## src/vec_consts.svh

```systemverilog
`ifndef VEC_CONSTS_SVH
`define VEC_CONSTS_SVH

// cells per vector
`define VEC_LEN 5

// bits per signed cell
`define VEC_CELL_W 8

// lanes computed per clock, VEC_LEN must be a multiple of this
`define VEC_TILING 1

`endif

```

## src/vec_pkg.sv

```systemverilog
`default_nettype none

`include "vec_consts.svh"

package vec_pkg;

    // one signed cell
    typedef logic signed [`VEC_CELL_W-1:0] cell_t;

    // cell 0 sits in the low bits
    typedef logic [`VEC_LEN*`VEC_CELL_W-1:0] vec_t;

    // one tile of lanes
    typedef logic [`VEC_TILING*`VEC_CELL_W-1:0] tile_t;

    // lane index, must reach VEC_LEN
    typedef logic [$clog2(`VEC_LEN+1)-1:0] index_t;

    // 0 add, 1 subtract
    typedef logic [0:0] op_t;

    typedef enum logic [0:0] {
        SEQ_IDLE,
        SEQ_CALC
    } seq_state_t;

endpackage

`default_nettype wire

```

## src/operand_decode.sv

```systemverilog
`timescale 1ns/100ps
`default_nettype none

module operand_decode (
    input  wire            clk,
    input  wire            rst,
    input  vec_pkg::vec_t  a,
    input  vec_pkg::op_t   a_op,
    input  wire            a_valid,
    output logic           a_ready,
    input  vec_pkg::vec_t  b,
    input  wire            b_valid,
    output logic           b_ready,
    input  wire            busy,
    input  wire            op_release,
    output vec_pkg::vec_t  opa,
    output vec_pkg::vec_t  opb,
    output vec_pkg::op_t   op,
    output logic           start
);

    logic a_held;
    logic b_held;
    logic a_take;
    logic b_take;

    assign a_ready = !a_held;
    assign b_ready = !b_held;

    assign a_take = a_valid && a_ready;
    assign b_take = b_valid && b_ready;

    // held flags, either operand may come first
    always_ff @(posedge clk) begin
        if (rst) begin
            a_held <= 1'b0;
            b_held <= 1'b0;
        end else if (op_release) begin
            a_held <= 1'b0;
            b_held <= 1'b0;
        end else begin
            if (a_take) begin
                a_held <= 1'b1;
            end
            if (b_take) begin
                b_held <= 1'b1;
            end
        end
    end

    // one pulse per pair, busy only rises the cycle after start
    always_ff @(posedge clk) begin
        if (rst) begin
            start <= 1'b0;
        end else begin
            start <= a_held && b_held && !busy && !start;
        end
    end

    // opcode travels with a
    always_ff @(posedge clk) begin
        if (a_take) begin
            opa <= a;
            op  <= a_op;
        end
        if (b_take) begin
            opb <= b;
        end
    end

    // execute must be idle whenever a new pair is issued
    a_start_not_busy: assert property (
        @(posedge clk) disable iff (rst)
        start |-> !busy
    ) else $error("start issued while execute busy");

    // operands stay put while the pair is being worked on
    a_operands_stable: assert property (
        @(posedge clk) disable iff (rst)
        (start || busy) && !op_release |=> $stable(opa) && $stable(opb) && $stable(op)
    ) else $error("operands changed before release");

endmodule

`default_nettype wire

```

## src/lane_execute.sv

```systemverilog
`timescale 1ns/100ps
`default_nettype none

`include "vec_consts.svh"

module lane_execute (
    input  wire              clk,
    input  wire              rst,
    input  wire              start,
    input  wire              op_release,
    input  vec_pkg::vec_t    opa,
    input  vec_pkg::vec_t    opb,
    input  vec_pkg::op_t     op,
    output logic             busy,
    output vec_pkg::tile_t   lane_sums,
    output vec_pkg::index_t  lane_index,
    output logic             lane_err,
    output logic             lane_write,
    output logic             lane_last
);

    import vec_pkg::*;

    seq_state_t            state;
    logic [`VEC_TILING-1:0] tile_err;

    if ((`VEC_LEN % `VEC_TILING) != 0) begin : g_tiling_check
        $error("VEC_LEN must be a multiple of VEC_TILING");
    end

    // one signed adder or subtractor per lane of the tile
    for (genvar i = 0; i < `VEC_TILING; i++) begin : g_lane
        cell_t                      cell_a;
        cell_t                      cell_b;
        logic signed [`VEC_CELL_W:0] wide;

        assign cell_a = opa[(lane_index + i) * `VEC_CELL_W +: `VEC_CELL_W];
        assign cell_b = opb[(lane_index + i) * `VEC_CELL_W +: `VEC_CELL_W];

        // op 1 subtracts
        assign wide = op[0] ? cell_a - cell_b : cell_a + cell_b;

        assign lane_sums[i*`VEC_CELL_W +: `VEC_CELL_W] = wide[`VEC_CELL_W-1:0];

        // extra bit disagrees with result sign on overflow or underflow
        assign tile_err[i] = wide[`VEC_CELL_W] ^ wide[`VEC_CELL_W-1];
    end

    assign lane_err   = |tile_err;
    assign lane_write = (state == SEQ_CALC);
    assign lane_last  = lane_write &&
                        (lane_index == index_t'(`VEC_LEN - `VEC_TILING));

    always_ff @(posedge clk) begin
        if (rst) begin
            state      <= SEQ_IDLE;
            lane_index <= '0;
        end else begin
            case (state)
                SEQ_IDLE: begin
                    lane_index <= '0;
                    if (start) begin
                        state <= SEQ_CALC;
                    end
                end
                SEQ_CALC: begin
                    lane_index <= lane_index + index_t'(`VEC_TILING);
                    if (lane_last) begin
                        state <= SEQ_IDLE;
                    end
                end
                default: begin
                    state <= SEQ_IDLE;
                end
            endcase
        end
    end

    // held from start until the result leaves
    always_ff @(posedge clk) begin
        if (rst) begin
            busy <= 1'b0;
        end else if (start) begin
            busy <= 1'b1;
        end else if (op_release) begin
            busy <= 1'b0;
        end
    end

    a_index_in_range: assert property (
        @(posedge clk) disable iff (rst)
        lane_write |-> lane_index < index_t'(`VEC_LEN)
    ) else $error("lane index past end of vector");

endmodule

`default_nettype wire

```

## src/result_collect.sv

```systemverilog
`timescale 1ns/100ps
`default_nettype none

`include "vec_consts.svh"

module result_collect (
    input  wire              clk,
    input  wire              rst,
    input  wire              start,
    input  vec_pkg::tile_t   lane_sums,
    input  vec_pkg::index_t  lane_index,
    input  wire              lane_err,
    input  wire              lane_write,
    input  wire              lane_last,
    output vec_pkg::vec_t    result,
    output logic             result_valid,
    input  wire              result_ready,
    output logic             error,
    output logic             op_release
);

    import vec_pkg::*;

    vec_t result_q;
    logic accept;

    assign accept     = result_valid && result_ready;
    assign op_release = accept;
    assign result     = result_q;

    // tile lands at its lane position
    always_ff @(posedge clk) begin
        if (lane_write) begin
            result_q[lane_index * `VEC_CELL_W +: `VEC_TILING * `VEC_CELL_W] <= lane_sums;
        end
    end

    // sticky over one vector
    always_ff @(posedge clk) begin
        if (rst) begin
            error <= 1'b0;
        end else if (start) begin
            error <= 1'b0;
        end else if (lane_write && lane_err) begin
            error <= 1'b1;
        end
    end

    always_ff @(posedge clk) begin
        if (rst) begin
            result_valid <= 1'b0;
        end else if (lane_write && lane_last) begin
            result_valid <= 1'b1;
        end else if (accept) begin
            result_valid <= 1'b0;
        end
    end

    // back-pressure holds the result
    a_result_hold: assert property (
        @(posedge clk) disable iff (rst)
        result_valid && !result_ready |=> result_valid && $stable(result) && $stable(error)
    ) else $error("result changed under back-pressure");

endmodule

`default_nettype wire

```

## src/vector_alu_top.sv

```systemverilog
`timescale 1ns/100ps
`default_nettype none

module vector_alu_top (
    input  wire            clk,
    input  wire            rst,
    input  vec_pkg::vec_t  a,
    input  vec_pkg::op_t   a_op,
    input  wire            a_valid,
    output logic           a_ready,
    input  vec_pkg::vec_t  b,
    input  wire            b_valid,
    output logic           b_ready,
    output vec_pkg::vec_t  result,
    output logic           result_valid,
    input  wire            result_ready,
    output logic           error
);

    import vec_pkg::*;

    vec_t   opa;
    vec_t   opb;
    op_t    op;
    logic   start;
    logic   busy;
    logic   op_release;
    tile_t  lane_sums;
    index_t lane_index;
    logic   lane_err;
    logic   lane_write;
    logic   lane_last;

    operand_decode u_decode (
        .clk        (clk),
        .rst        (rst),
        .a          (a),
        .a_op       (a_op),
        .a_valid    (a_valid),
        .a_ready    (a_ready),
        .b          (b),
        .b_valid    (b_valid),
        .b_ready    (b_ready),
        .busy       (busy),
        .op_release (op_release),
        .opa        (opa),
        .opb        (opb),
        .op         (op),
        .start      (start)
    );

    lane_execute u_execute (
        .clk        (clk),
        .rst        (rst),
        .start      (start),
        .op_release (op_release),
        .opa        (opa),
        .opb        (opb),
        .op         (op),
        .busy       (busy),
        .lane_sums  (lane_sums),
        .lane_index (lane_index),
        .lane_err   (lane_err),
        .lane_write (lane_write),
        .lane_last  (lane_last)
    );

    result_collect u_result (
        .clk          (clk),
        .rst          (rst),
        .start        (start),
        .lane_sums    (lane_sums),
        .lane_index   (lane_index),
        .lane_err     (lane_err),
        .lane_write   (lane_write),
        .lane_last    (lane_last),
        .result       (result),
        .result_valid (result_valid),
        .result_ready (result_ready),
        .error        (error),
        .op_release   (op_release)
    );

endmodule

`default_nettype wire

```

## config.mk

```make
export PLATFORM = sky130hd
export DESIGN_NAME = vector_alu_top
export DESIGN_NICKNAME = d
export VERILOG_FILES = /design/src/vec_pkg.sv /design/src/operand_decode.sv /design/src/lane_execute.sv /design/src/result_collect.sv /design/src/vector_alu_top.sv
export VERILOG_INCLUDE_DIRS = /design/src
export SDC_FILE = /design/constraint.sdc
export NUM_CORES = 1
export LEC_CHECK = 0
export BUFFER_PORTS_ARGS = -buffer_cell sky130_fd_sc_hd__buf_2
export CAP_MARGIN = 5
export CORE_MARGIN = 10
export CORE_UTILIZATION = 55
export DETAILED_ROUTE_END_ITERATION = 10
export GPL_ROUTABILITY_DRIVEN = 1
export PLACE_DENSITY = 0.89
export SYNTH_ARGS = -nofsm -noshare
export SYNTH_HDL_FRONTEND = slang
export SYNTH_SLANG_ARGS = --single-unit
export TNS_END_PERCENT = 1
```

## constraint.sdc

```tcl
create_clock -name clk -period 7.8 [get_ports clk]
set_input_delay 0.39 -clock clk [delete_from_list [all_inputs] [get_ports clk]]
set_output_delay 0.39 -clock clk [all_outputs]
set_load 0.1 [all_outputs]
```

# ---- Yosys cells after proc, flatten, opt, wreduce, memory -nomap -nowiden
# Cells that the tools add are included.
dict set report totals {
  elab_cells 49
  mem_count 0
  inputBits 86
  register_bits 131
  rom_bits 0
  mem_bits_rw 0
  latchBits 0
}
dict set report classes {
  n_eq_ne 1
  n_mux 9
  div 0
  n_addsub 4
  multipliers 0
  shift 4
  n_reduce_logical 17
  magnitude_cmp 0
  bitwise_logic 2
}
# op count
set op_table {}
lappend op_table {{$shiftx A40 B7 Y8} 2}
lappend op_table {{$bwmux W40} 1}
lappend op_table {{$shift A8 B34 Y40 const A} 1}
lappend op_table {{$shiftx A8 B34 Y40} 1}
lappend op_table {{$neg A6 Y34} 1}
lappend op_table {{$add A8 B8 Y9} 1}
lappend op_table {{$logic_and A1 B1 Y1} 9}
lappend op_table {{$mux W9} 1}
lappend op_table {{$sub A8 B8 Y9} 1}
lappend op_table {{$pmux W3 S2} 1}
lappend op_table {{$mux W1} 5}
lappend op_table {{$logic_not A1 Y1} 4}
lappend op_table {{$reduce_bool A2 Y1} 2}
lappend op_table {{$reduce_or A2 Y1} 2}
lappend op_table {{$add A3 B1 Y3 const B} 1}
lappend op_table {{$eq A3 B3 Y1 const B} 1}
lappend op_table {{$pmux W1 S2} 1}
lappend op_table {{$not A1 Y1} 1}
lappend op_table {{$xor A1 B1 Y1} 1}

# ---- Logic depth before layout (Yosys ltp)
# Gate-level depths: netlist of the first run.
dict set report depth {
  ltp_word 5
  depth_mapped 18
  ltp_nobuf 16
}

# ---- Modules after synthesis
# A second synthesis of the first run with hierarchy kept.
dict set report hier_totals {
  hier_cells 370
  area_unflattened_um2 5788.1
}
# module seq_area_each_um2 area_each_um2 instances cells_per_inst
set by_module_without_submodules {}
lappend by_module_without_submodules {operand_decode 2492.4 2549.9 1 94}
lappend by_module_without_submodules {result_collect 1241.2 1819.2 1 123}
lappend by_module_without_submodules {lane_execute 100.1 1418.9 1 153}

# ---- Worst setup path before layout of the first run
# Ideal clock, no wire load.
dict set report synth_path {
  kind {flip-flop to flip-flop}
  start {register u_execute.lane_index[0]}
  end {register u_result.error}
  required_time_ns 7.705
  path_buffers 2
  period_less_slack_ns 3.510
  path_slack_ns 4.290
  arrival_ns 3.414
  setup_time_ns 0.095
  stages_incl_launch_ff 18
  path_cell_list {dfxtp_1 buf_4 buf_6 mux2i_1 nor2_1 a21oi_1 ha_1 o21ai_0 a21o_1 nor2_1 a21oi_1 xor2_1 ha_1 or3_1 o31ai_2 xor2_1 nand2_1 o311ai_1}
}
dict set report synth_between {
  elab_chain_len 5
  word_cells_on_any_way 7
  cone_classes {add/sub (2); shift (2); mux (1); bitwise (1); reduce/logical (1)}
}
# element line
set synth_lines {}
lappend synth_lines {{start: declaration} lane_execute.sv:16} ;# output vec_pkg::index_t lane_index,
lappend synth_lines {{start signal: assignment} lane_execute.sv:67} ;# lane_index <= lane_index + index_t'(`VEC_TILING);
lappend synth_lines {{$shiftx A40 B7 Y8 (on tied branches)} {lane_execute.sv:37, lane_execute.sv:38}}
lappend synth_lines {{$add A8 B8 Y9 / $sub A8 B8 Y9 (equally long branches)} lane_execute.sv:41} ;# assign wide = op[0] ? cell_a - cell_b : cell_a + cell_b;
lappend synth_lines {{$mux W9 *} lane_execute.sv:41}
lappend synth_lines {{$xor A1 B1 Y1 *} lane_execute.sv:46} ;# assign tile_err[i] = wide[`VEC_CELL_W] ^ wide[`VEC_CELL_W-1];
lappend synth_lines {{$logic_and A1 B1 Y1 *} result_collect.sv:44} ;# end else if (lane_write && lane_err) begin
lappend synth_lines {{end signal: assignment} result_collect.sv:41} ;# error <= 1'b0;
lappend synth_lines {{end signal: assignment} result_collect.sv:43} ;# error <= 1'b0;
lappend synth_lines {{end signal: assignment} result_collect.sv:45} ;# error <= 1'b1;
lappend synth_lines {{end: declaration} result_collect.sv:18} ;# output logic error,
# Mark *: on every way between the ends. The rest lies on a longest branch, timed or not.
# A chain may end at the register's enable or synchronous reset.

# ---- Final worst setup path of the first run
dict set report layout_path {
  start {register u_execute.lane_index[2]}
  end {register u_result.error}
}
# The elaborated chain is that of the path after synthesis.

==> flow_summary_export.csv, run 1 <==
group,metric,value,unit
yosys,synthFlopType,"edfxtp_1",
yosys,syn_nets,499,
yosys,ys_seq_area_share,68.5,%
yosys,synth_edf_count,121,
power_and_ir_drop,vdd_drop_max,0.172,mV
sta,period_share,53.4,%
grt,grt_pass1_wl,19.1,mm
yosys,yosys_warnings,0,
sta,rsz0062_at_grt,"no",
clock_network,cts.reportedPaths.clkPinSlew,60,ps
sta,layout_min_cycle_time,4160,ps
worst_setup_path,cp-start-kind,"register",
yosys,synth.most_common_cell,"edfxtp_1",
layout,syn2layout_area_growth,23.3,%
sta,fin_skew,8.45,ps
sta,max-slew-margin-rel,25.9,%
layout,nets,638,
clock_network,clockBufferDepth,2,
floorplanning,core,0.00982,mm^2
floorplanning,start_util,57.0,%
yosys,netlist_top_cells_count,"edfxtp_1 (121), nor2_1 (69), mux2i_1 (23)",
power_and_ir_drop,p_int,0.00129,W
detailed_routing,wire_per_inst,17.7,um
worst_setup_path,crit_path_max_incr_delay,480,ps
worst_setup_path,cp-end-kind,"register",
grt,antenna_found_initial,0,
yosys,netlist_area,0.00559,mm^2
place,gp_congestion,0.898,
worst_setup_path,critical_path_class,"register to register",
sta,hold_viol,0,
worst_setup_path,path_delay_family,"compound AO/OA/AOI/OAI gates",
floorplanning,die_h,121,um
clock_network,cts_resized,0,
yosys,synth_top_area_share,65.0,%
run,cap_violations,0,
yosys,syn_area_per_cell,14.1,um^2
sta,max_freq,0.240,GHz
power_and_ir_drop,power_frac_clock,41.7,%
yosys,synth_area_leader_cell,"edfxtp_1",
floorplanning,dieArea,0.0146,mm^2
clock_network,post_cts_buffers,0,
detailed_routing,ant_nets,0,
grt,grt_pass1_vias,3871,
power_and_ir_drop,switchingPower,0.000420,W
clock_network,cts_tree,"built",
worst_setup_path,arrival,4580,ps
place,dp_hpwl,9.04,mm
worst_setup_path,cp_max_fo,28,
sta,setup_tns,0,ps
clock_network,hold_buffers,0,
detailed_routing,vias,3680,
min_path,holdCritStartpoint,"b[17]",
worst_setup_path,worstReg2RegEnd,"u_result.error$_SDFFE_PP0P_",
power_and_ir_drop,p_per_area,247,mW/mm^2
grt,track_usage,16.7,%
worst_setup_path,crit_required,8220,ps
worst_setup_path,cp_slowest_cell,"nand2b_1",
power_and_ir_drop,p_comb_share,10.7,%
detailed_routing,first_pass_iters,5,
yosys,synthCells,396,
floorplanning,rows,36,
min_path,hold_path_class,"input port to register",
sta,setup-violations-final,0,
clock_network,numCtsBuffers,17,
power_and_ir_drop,power,0.00171,W
floorplanning,io_pins,130,
detailed_routing,drc,0,
yosys,synth_area_leaders,"edfxtp_1 (65%), nor2_1 (4.6%), mux2i_1 (4.1%)",
sta,finalMaxSlewViolations,0,
detailed_routing,drt_iter0_markers,274,
floorplanning,die_x,121,um
layout,drive_gt1_share,32.8,%
min_path,whs_path_depth,1,
worst_setup_path,worstSetupStartpoint,"u_execute.lane_index[2]$_SDFF_PP0_",
detailed_routing,viasPerCell,5.40,
power_and_ir_drop,seqPwrFrac,47.6,%
yosys,synthArstFlopShare,0,%
clock_network,cts.sinks,131,
worst_setup_path,r2r_slack,3640,ps
grt,grt_overflow,0,
clock_network,clkLatencyLatePin,520,ps
sta,hold_ws,40.1,ps
worst_setup_path,rr_worst_depth,16,
clock_network,cts_root_buffer,"clkbuf_8",
detailed_routing,wirelength,12.0,mm
layout,diodes,0,
grt,grt_max_degree,42,
layout,fillers,698,
yosys,yosysUniqueCellTypes,52,
power_and_ir_drop,power_leakage,2.60,nW
worst_setup_path,worstReg2RegStart,"u_execute.lane_index[2]$_SDFF_PP0_",
place,io_buffers,129,
run_status,status,"completed",
yosys,synth-seq-cells,131,
sta,worst_pin_slew,1110,ps
worst_setup_path,critPathBufInv,1,
power_and_ir_drop,switching_share,24.6,%
worst_setup_path,crit_chain,"buf_4 > nand2b_1 > nor2_1 > a21oi_1 > ha_1 > o21ai_0 > a21o_1 > nor2_1 > a21oi_1 > xor2_1 > ha_1 > or3_1 > o31ai_2 > xor2_1 > nand2_1 > o311ai_1",
clock_network,cts_max_level,4,
min_path,min_to,"u_decode.opb[17]$_DFFE_PP_",
flip-flops by register name, summed over array words and instances (netlist names):
register	count
u_decode.op	1
u_execute.busy	1
u_decode.start	1
u_result.result_valid	1
u_execute.lane_write	1
u_decode.opb	40
u_decode.opa	40
u_result.error	1
u_decode.b_held	1
u_decode.a_held	1
u_execute.lane_index	3
u_result.result	40
cell usage in the layout (no fill, tap or decap), drive strengths merged, types with 2 or more instances in the layout:
cell      count
a21o          2
a21oi        18
a22oi         3
a31oi         3
and2          4
and3b         3
buf         132
clkbuf       19
clkinv        6
clkinvlp      5
dfxtp        10
edfxtp      121
ha           16
inv          15
mux2          6
mux2i        23
nand2        12
nand2b        4
nand3         4
nor2         70
nor2b         4
nor3          4
o211ai        2
o21a          6
o21ai        12
o22ai         7
o2bb2ai       2
or2           2
or3           3
xnor2         7
xor2          8
cells by family after synthesis:
kind of cell / Yosys count / share of synthesized area (%)
AO/OA/AOI/OAI: 62 / 7.45
XOR/XNOR: 15 / 2.35
adder cells (fa/ha/maj): 17 / 3.94
buffers and inverters: 26 / 2.42
flip-flops: 131 / 68.5
multiplexers: 30 / 5.79
AND/OR/NAND/NOR: 115 / 9.53
worst max path at each step:
stage / cells past startpoint / slack [ps] / to
floorplan: 17 / 4290 / u_result.error$_SDFFE_PP0P_
global route: 16 / 3210 / u_result.error$_SDFFE_PP0P_
detailed placement: 16 / 3740 / u_result.error$_SDFFE_PP0P_
global placement: 16 / 3940 / u_result.error$_SDFFE_PP0P_
finish: 16 / 3640 / u_result.error$_SDFFE_PP0P_
CTS: 16 / 3690 / u_result.error$_SDFFE_PP0P_
layer usage:
metal	GRT usage (%)	vias to the layer above	part of all wire, %
li1	-	1741	-
met2	26.1	185	47
met5	0	-	0
met4	7.69	0	2.3
met1	19.8	1725	41
met3	6.79	29	9.7
cell type report:
class                      instances  area (um^2)  area share (%)
clock buffer                      19          422            6.11
clock inverter                    13          113            1.63
inverter                          14         52.6           0.762
multi-input combinational        239         1640            23.8
sequential                       131         3830            55.6
tap                              133          166            2.41
timing repair buffer             132          668            9.69
metrics by stage:
step | util [%] | instance area [um^2] | cells | worst slack, ps
final | 70.2 | 6900 | 681 | 3640
after global placement | 64.8 | 6360 | 649 | 3940
after CTS | 70.2 | 6900 | 681 | 3690
after detailed placement | 64.8 | 6360 | 649 | 3740
after floorplan | - | 5590 | 396 | 4290
after global routing | 70.2 | 6900 | 681 | 3210
power groups by stage:
stage / registers [W] / logic [W] / clock network [W]
floorplan: 0.000838 / 0.000107 / 0
global placement: 0.000825 / 0.000172 / 0
detailed placement: 0.000826 / 0.000180 / 0
CTS: 0.000812 / 0.000182 / 0.000719
global route: 0.000813 / 0.000200 / 0.000755
finish: 0.000811 / 0.000183 / 0.000711
worst reg2reg max path: stages, from the launching register on:
cell and delay (ps):
dfxtp_1 300, buf_4 360, nand2b_1 490, nor2_1 100
a21oi_1 260, ha_1 240, o21ai_0 90, a21o_1 220
nor2_1 110, a21oi_1 90, xor2_1 160, ha_1 220
or3_1 330, o31ai_2 290, xor2_1 460, nand2_1 120
o311ai_1 230
Note: power is estimated with default switching activity, not from simulation.
==> run 2, diff against run 1 <==
--- a/config.mk
+++ b/config.mk
@@ -9,10 +9,10 @@
 export BUFFER_PORTS_ARGS = -buffer_cell sky130_fd_sc_hd__buf_2
 export CAP_MARGIN = 5
 export CORE_MARGIN = 10
-export CORE_UTILIZATION = 55
+export CORE_UTILIZATION = 48
 export DETAILED_ROUTE_END_ITERATION = 10
 export GPL_ROUTABILITY_DRIVEN = 1
-export PLACE_DENSITY = 0.89
+export PLACE_DENSITY = 0.83
 export SYNTH_ARGS = -nofsm -noshare
 export SYNTH_HDL_FRONTEND = slang
 export SYNTH_SLANG_ARGS = --single-unit
==> constraint.sdc (replaced) <==
create_clock -name clk -period 3.72 [get_ports clk]
set_input_delay 0.186 -clock clk [delete_from_list [all_inputs] [get_ports clk]]
set_output_delay 0.186 -clock clk [all_outputs]
set_load 0.1 [all_outputs]
==> run 2 against run 1 <==
Cell area grew 14%. Sequential share of layout area decreased by 6.8 points. Critical path depth decreased by 2. Non-clock buffer count rose by 91. Count of clock-buffer cells in the layout down 1. Die area is 12% higher. Utilization shrank 1.4 points. Critical path type unchanged. Critical endpoint is now u_result.result[23]$_DFFE_PP_. Largest cell class unchanged. Largest power group unchanged.
==> flow_summary_export.csv, run 2 (synthesis gave the netlist of run 1 again) <==
group,metric,value,unit
worst_setup_path,crit_end,"u_result.result[23]$_DFFE_PP_",
place,io_buffers,129,
layout,drive_gt1_share,30.0,%
worst_setup_path,cp_max_fo,16,
grt,grt_pass1_vias,4305,
sta,worst_pin_slew,1190,ps
layout,final_common_cell,"buf_2",
sta,fin_skew,11.8,ps
worst_setup_path,cp-end-kind,"register",
place,dp_hpwl,9.70,mm
detailed_routing,first_pass_iters,5,
power_and_ir_drop,p_per_area,483,mW/mm^2
detailed_routing,vias,4081,
worst_setup_path,cp_slowest_cell,"dfxtp_1",
layout,fin_cells,782,
grt,grt_max_degree,42,
worst_setup_path,arrival,3630,ps
detailed_routing,drt_iter0_markers,419,
sta,layout_min_cycle_time,3470,ps
clock_network,cts.sinks,131,
detailed_routing,ant_nets,0,
worst_setup_path,rr_worst_depth,14,
place,gp_congestion,0.877,
floorplanning,dieArea,0.0164,mm^2
layout,fin_util,68.8,%
floorplanning,io_pins,130,
worst_setup_path,r2r_slack,250,ps
clock_network,numCtsBuffers,17,
floorplanning,start_util,49.0,%
floorplanning,rows,39,
detailed_routing,wirelength,14.9,mm
clock_network,clockBufferDepth,2,
grt,track_usage,18.2,%
clock_network,clkLatencyLatePin,410,ps
layout,syn2layout_area_growth,40.4,%
layout,diodes,0,
layout,final_cell_mix,"buf_2 (129), edfxtp_1 (121), dlygate4sd3_1 (82)",
sta,rsz0062_at_grt,"no",
detailed_routing,drc,0,
worst_setup_path,crit_path_max_incr_delay,450,ps
min_path,hold_path_class,"input port to register",
floorplanning,core,0.0114,mm^2
worst_setup_path,worstSetupStartpoint,"u_execute.lane_index[2]$_SDFF_PP0_",
clock_network,cts_tree,"built",
place,place_ws,167,ps
sta,final.setup.worst_slack,245,ps
floorplanning,die_h,128,um
sta,finalMaxSlewViolations,0,
worst_setup_path,cp-start-kind,"register",
power_and_ir_drop,vdd_drop_max,0.344,mV
grt,antenna_found_initial,0,
power_and_ir_drop,power_leakage,3.01,nW
detailed_routing,viasPerCell,5.22,
layout,nets,729,
grt,grt_overflow,0,
sta,max-slew-margin-rel,20.2,%
clock_network,cts_root_buffer,"clkbuf_16",
clock_network,cts_max_level,4,
detailed_routing,wire_per_inst,19.1,um
run_status,status,"completed",
run,cap_violations,0,
worst_setup_path,crit_top_cell,"nor2_1",
clock_network,cts.reportedPaths.clkPinSlew,60,ps
worst_setup_path,critical_path_class,"register to register",
sta,hold_viol,0,
sta,max_freq,0.288,GHz
worst_setup_path,worstReg2RegEnd,"u_result.result[23]$_DFFE_PP_",
floorplanning,die_x,128,um
sta,setup_tns,0,ps
worst_setup_path,crit_required,3870,ps
place,dp.cells,667,
sta,period_share,93.4,%
grt,grt_pass1_wl,23.0,mm
sta,setup-violations-final,0,
layout,fillers,794,
worst_setup_path,worstReg2RegStart,"u_execute.lane_index[2]$_SDFF_PP0_",
worst_setup_path,crit_chain,"buf_4 > mux2i_1 > o21ai_0 > a21oi_1 > nand3_1 > nor2_1 > nor2_1 > xor2_1 > ha_1 > or3_1 > o31ai_4 > xor2_2 > buf_4 > nor2_1",
[run 2: layout make-up]
type | count | area [um^2] | area share [%]
Clock inverter | 14 | 140 | 1.78
Multi-Input combinational cell | 239 | 1660 | 21.2
Inverter | 14 | 52.6 | 0.669
Timing Repair Buffer | 223 | 1560 | 19.8
Tap cell | 143 | 179 | 2.28
Sequential cell | 131 | 3830 | 48.8
Clock buffer | 18 | 429 | 5.46
[run 2: per-layer routing]
metal | GRT usage, % | wire, um | part of all wire [%]
met5 | 0 | 0 | 0
met4 | 4.64 | 199 | 1.3
met3 | 6.82 | 1200 | 8.0
met2 | 32.6 | 7930 | 53
met1 | 19.9 | 5600 | 37
[run 2: what timing repair did]
action | 4_1_cts | 5_1_grt
hold endpoints to repair | 82 | 0
buffers inserted | 0 | 1
hold buffers | 82 | 0
resized for setup | 0 | 4
setup endpoints to repair | 0 | 6
[run 2: worst min path at each step]
stage            start                                  to  slack [ps]  cells after the start
3_3_place_gp     b[21]          u_decode.opb[21]$_DFFE_PP_         360                      1
3_5_place_dp     b[29]          u_decode.opb[29]$_DFFE_PP_         360                      1
2_1_floorplan      rst  u_result.result_valid$_SDFFE_PP0P_         260                      1
6_report       b_valid        u_decode.b_held$_SDFFE_PP0P_          20                      2
4_1_cts        b_valid        u_decode.b_held$_SDFFE_PP0P_          10                      2
5_1_grt        b_valid        u_decode.b_held$_SDFFE_PP0P_          20                      2
[run 2: per-stage QoR]
| step | instance area (um^2) | hold slack, ps | total power (W) |
|---|---|---|---|
| final | 7860 | 20.3 | 0.00379 |
| after detailed placement | 6430 | 364 | 0.00212 |
| after global routing | 7860 | 23.9 | 0.00391 |
| after floorplan | 5590 | 255 | 0.00198 |
| after CTS | 7830 | 10.1 | 0.00377 |
| after global placement | 6430 | 362 | 0.00210 |
[run 2: power by group]
| group | switching [W] | internal, W |
|---|---|---|
| combinational | 0.000282 | 0.000199 |
| clock | 0.000626 | 0.000979 |
| sequential | 0.0000218 | 0.00168 |
[run 2: worst max-delay path: cells and delay by family (launching register included)]
family / cells / cell delay, ps
buf+inv: 2 / 460
fa+ha+maj: 1 / 250
xor+xnor: 2 / 380
flops: 1 / 450
mux: 1 / 220
simple gates: 5 / 810
compound gates: 3 / 650
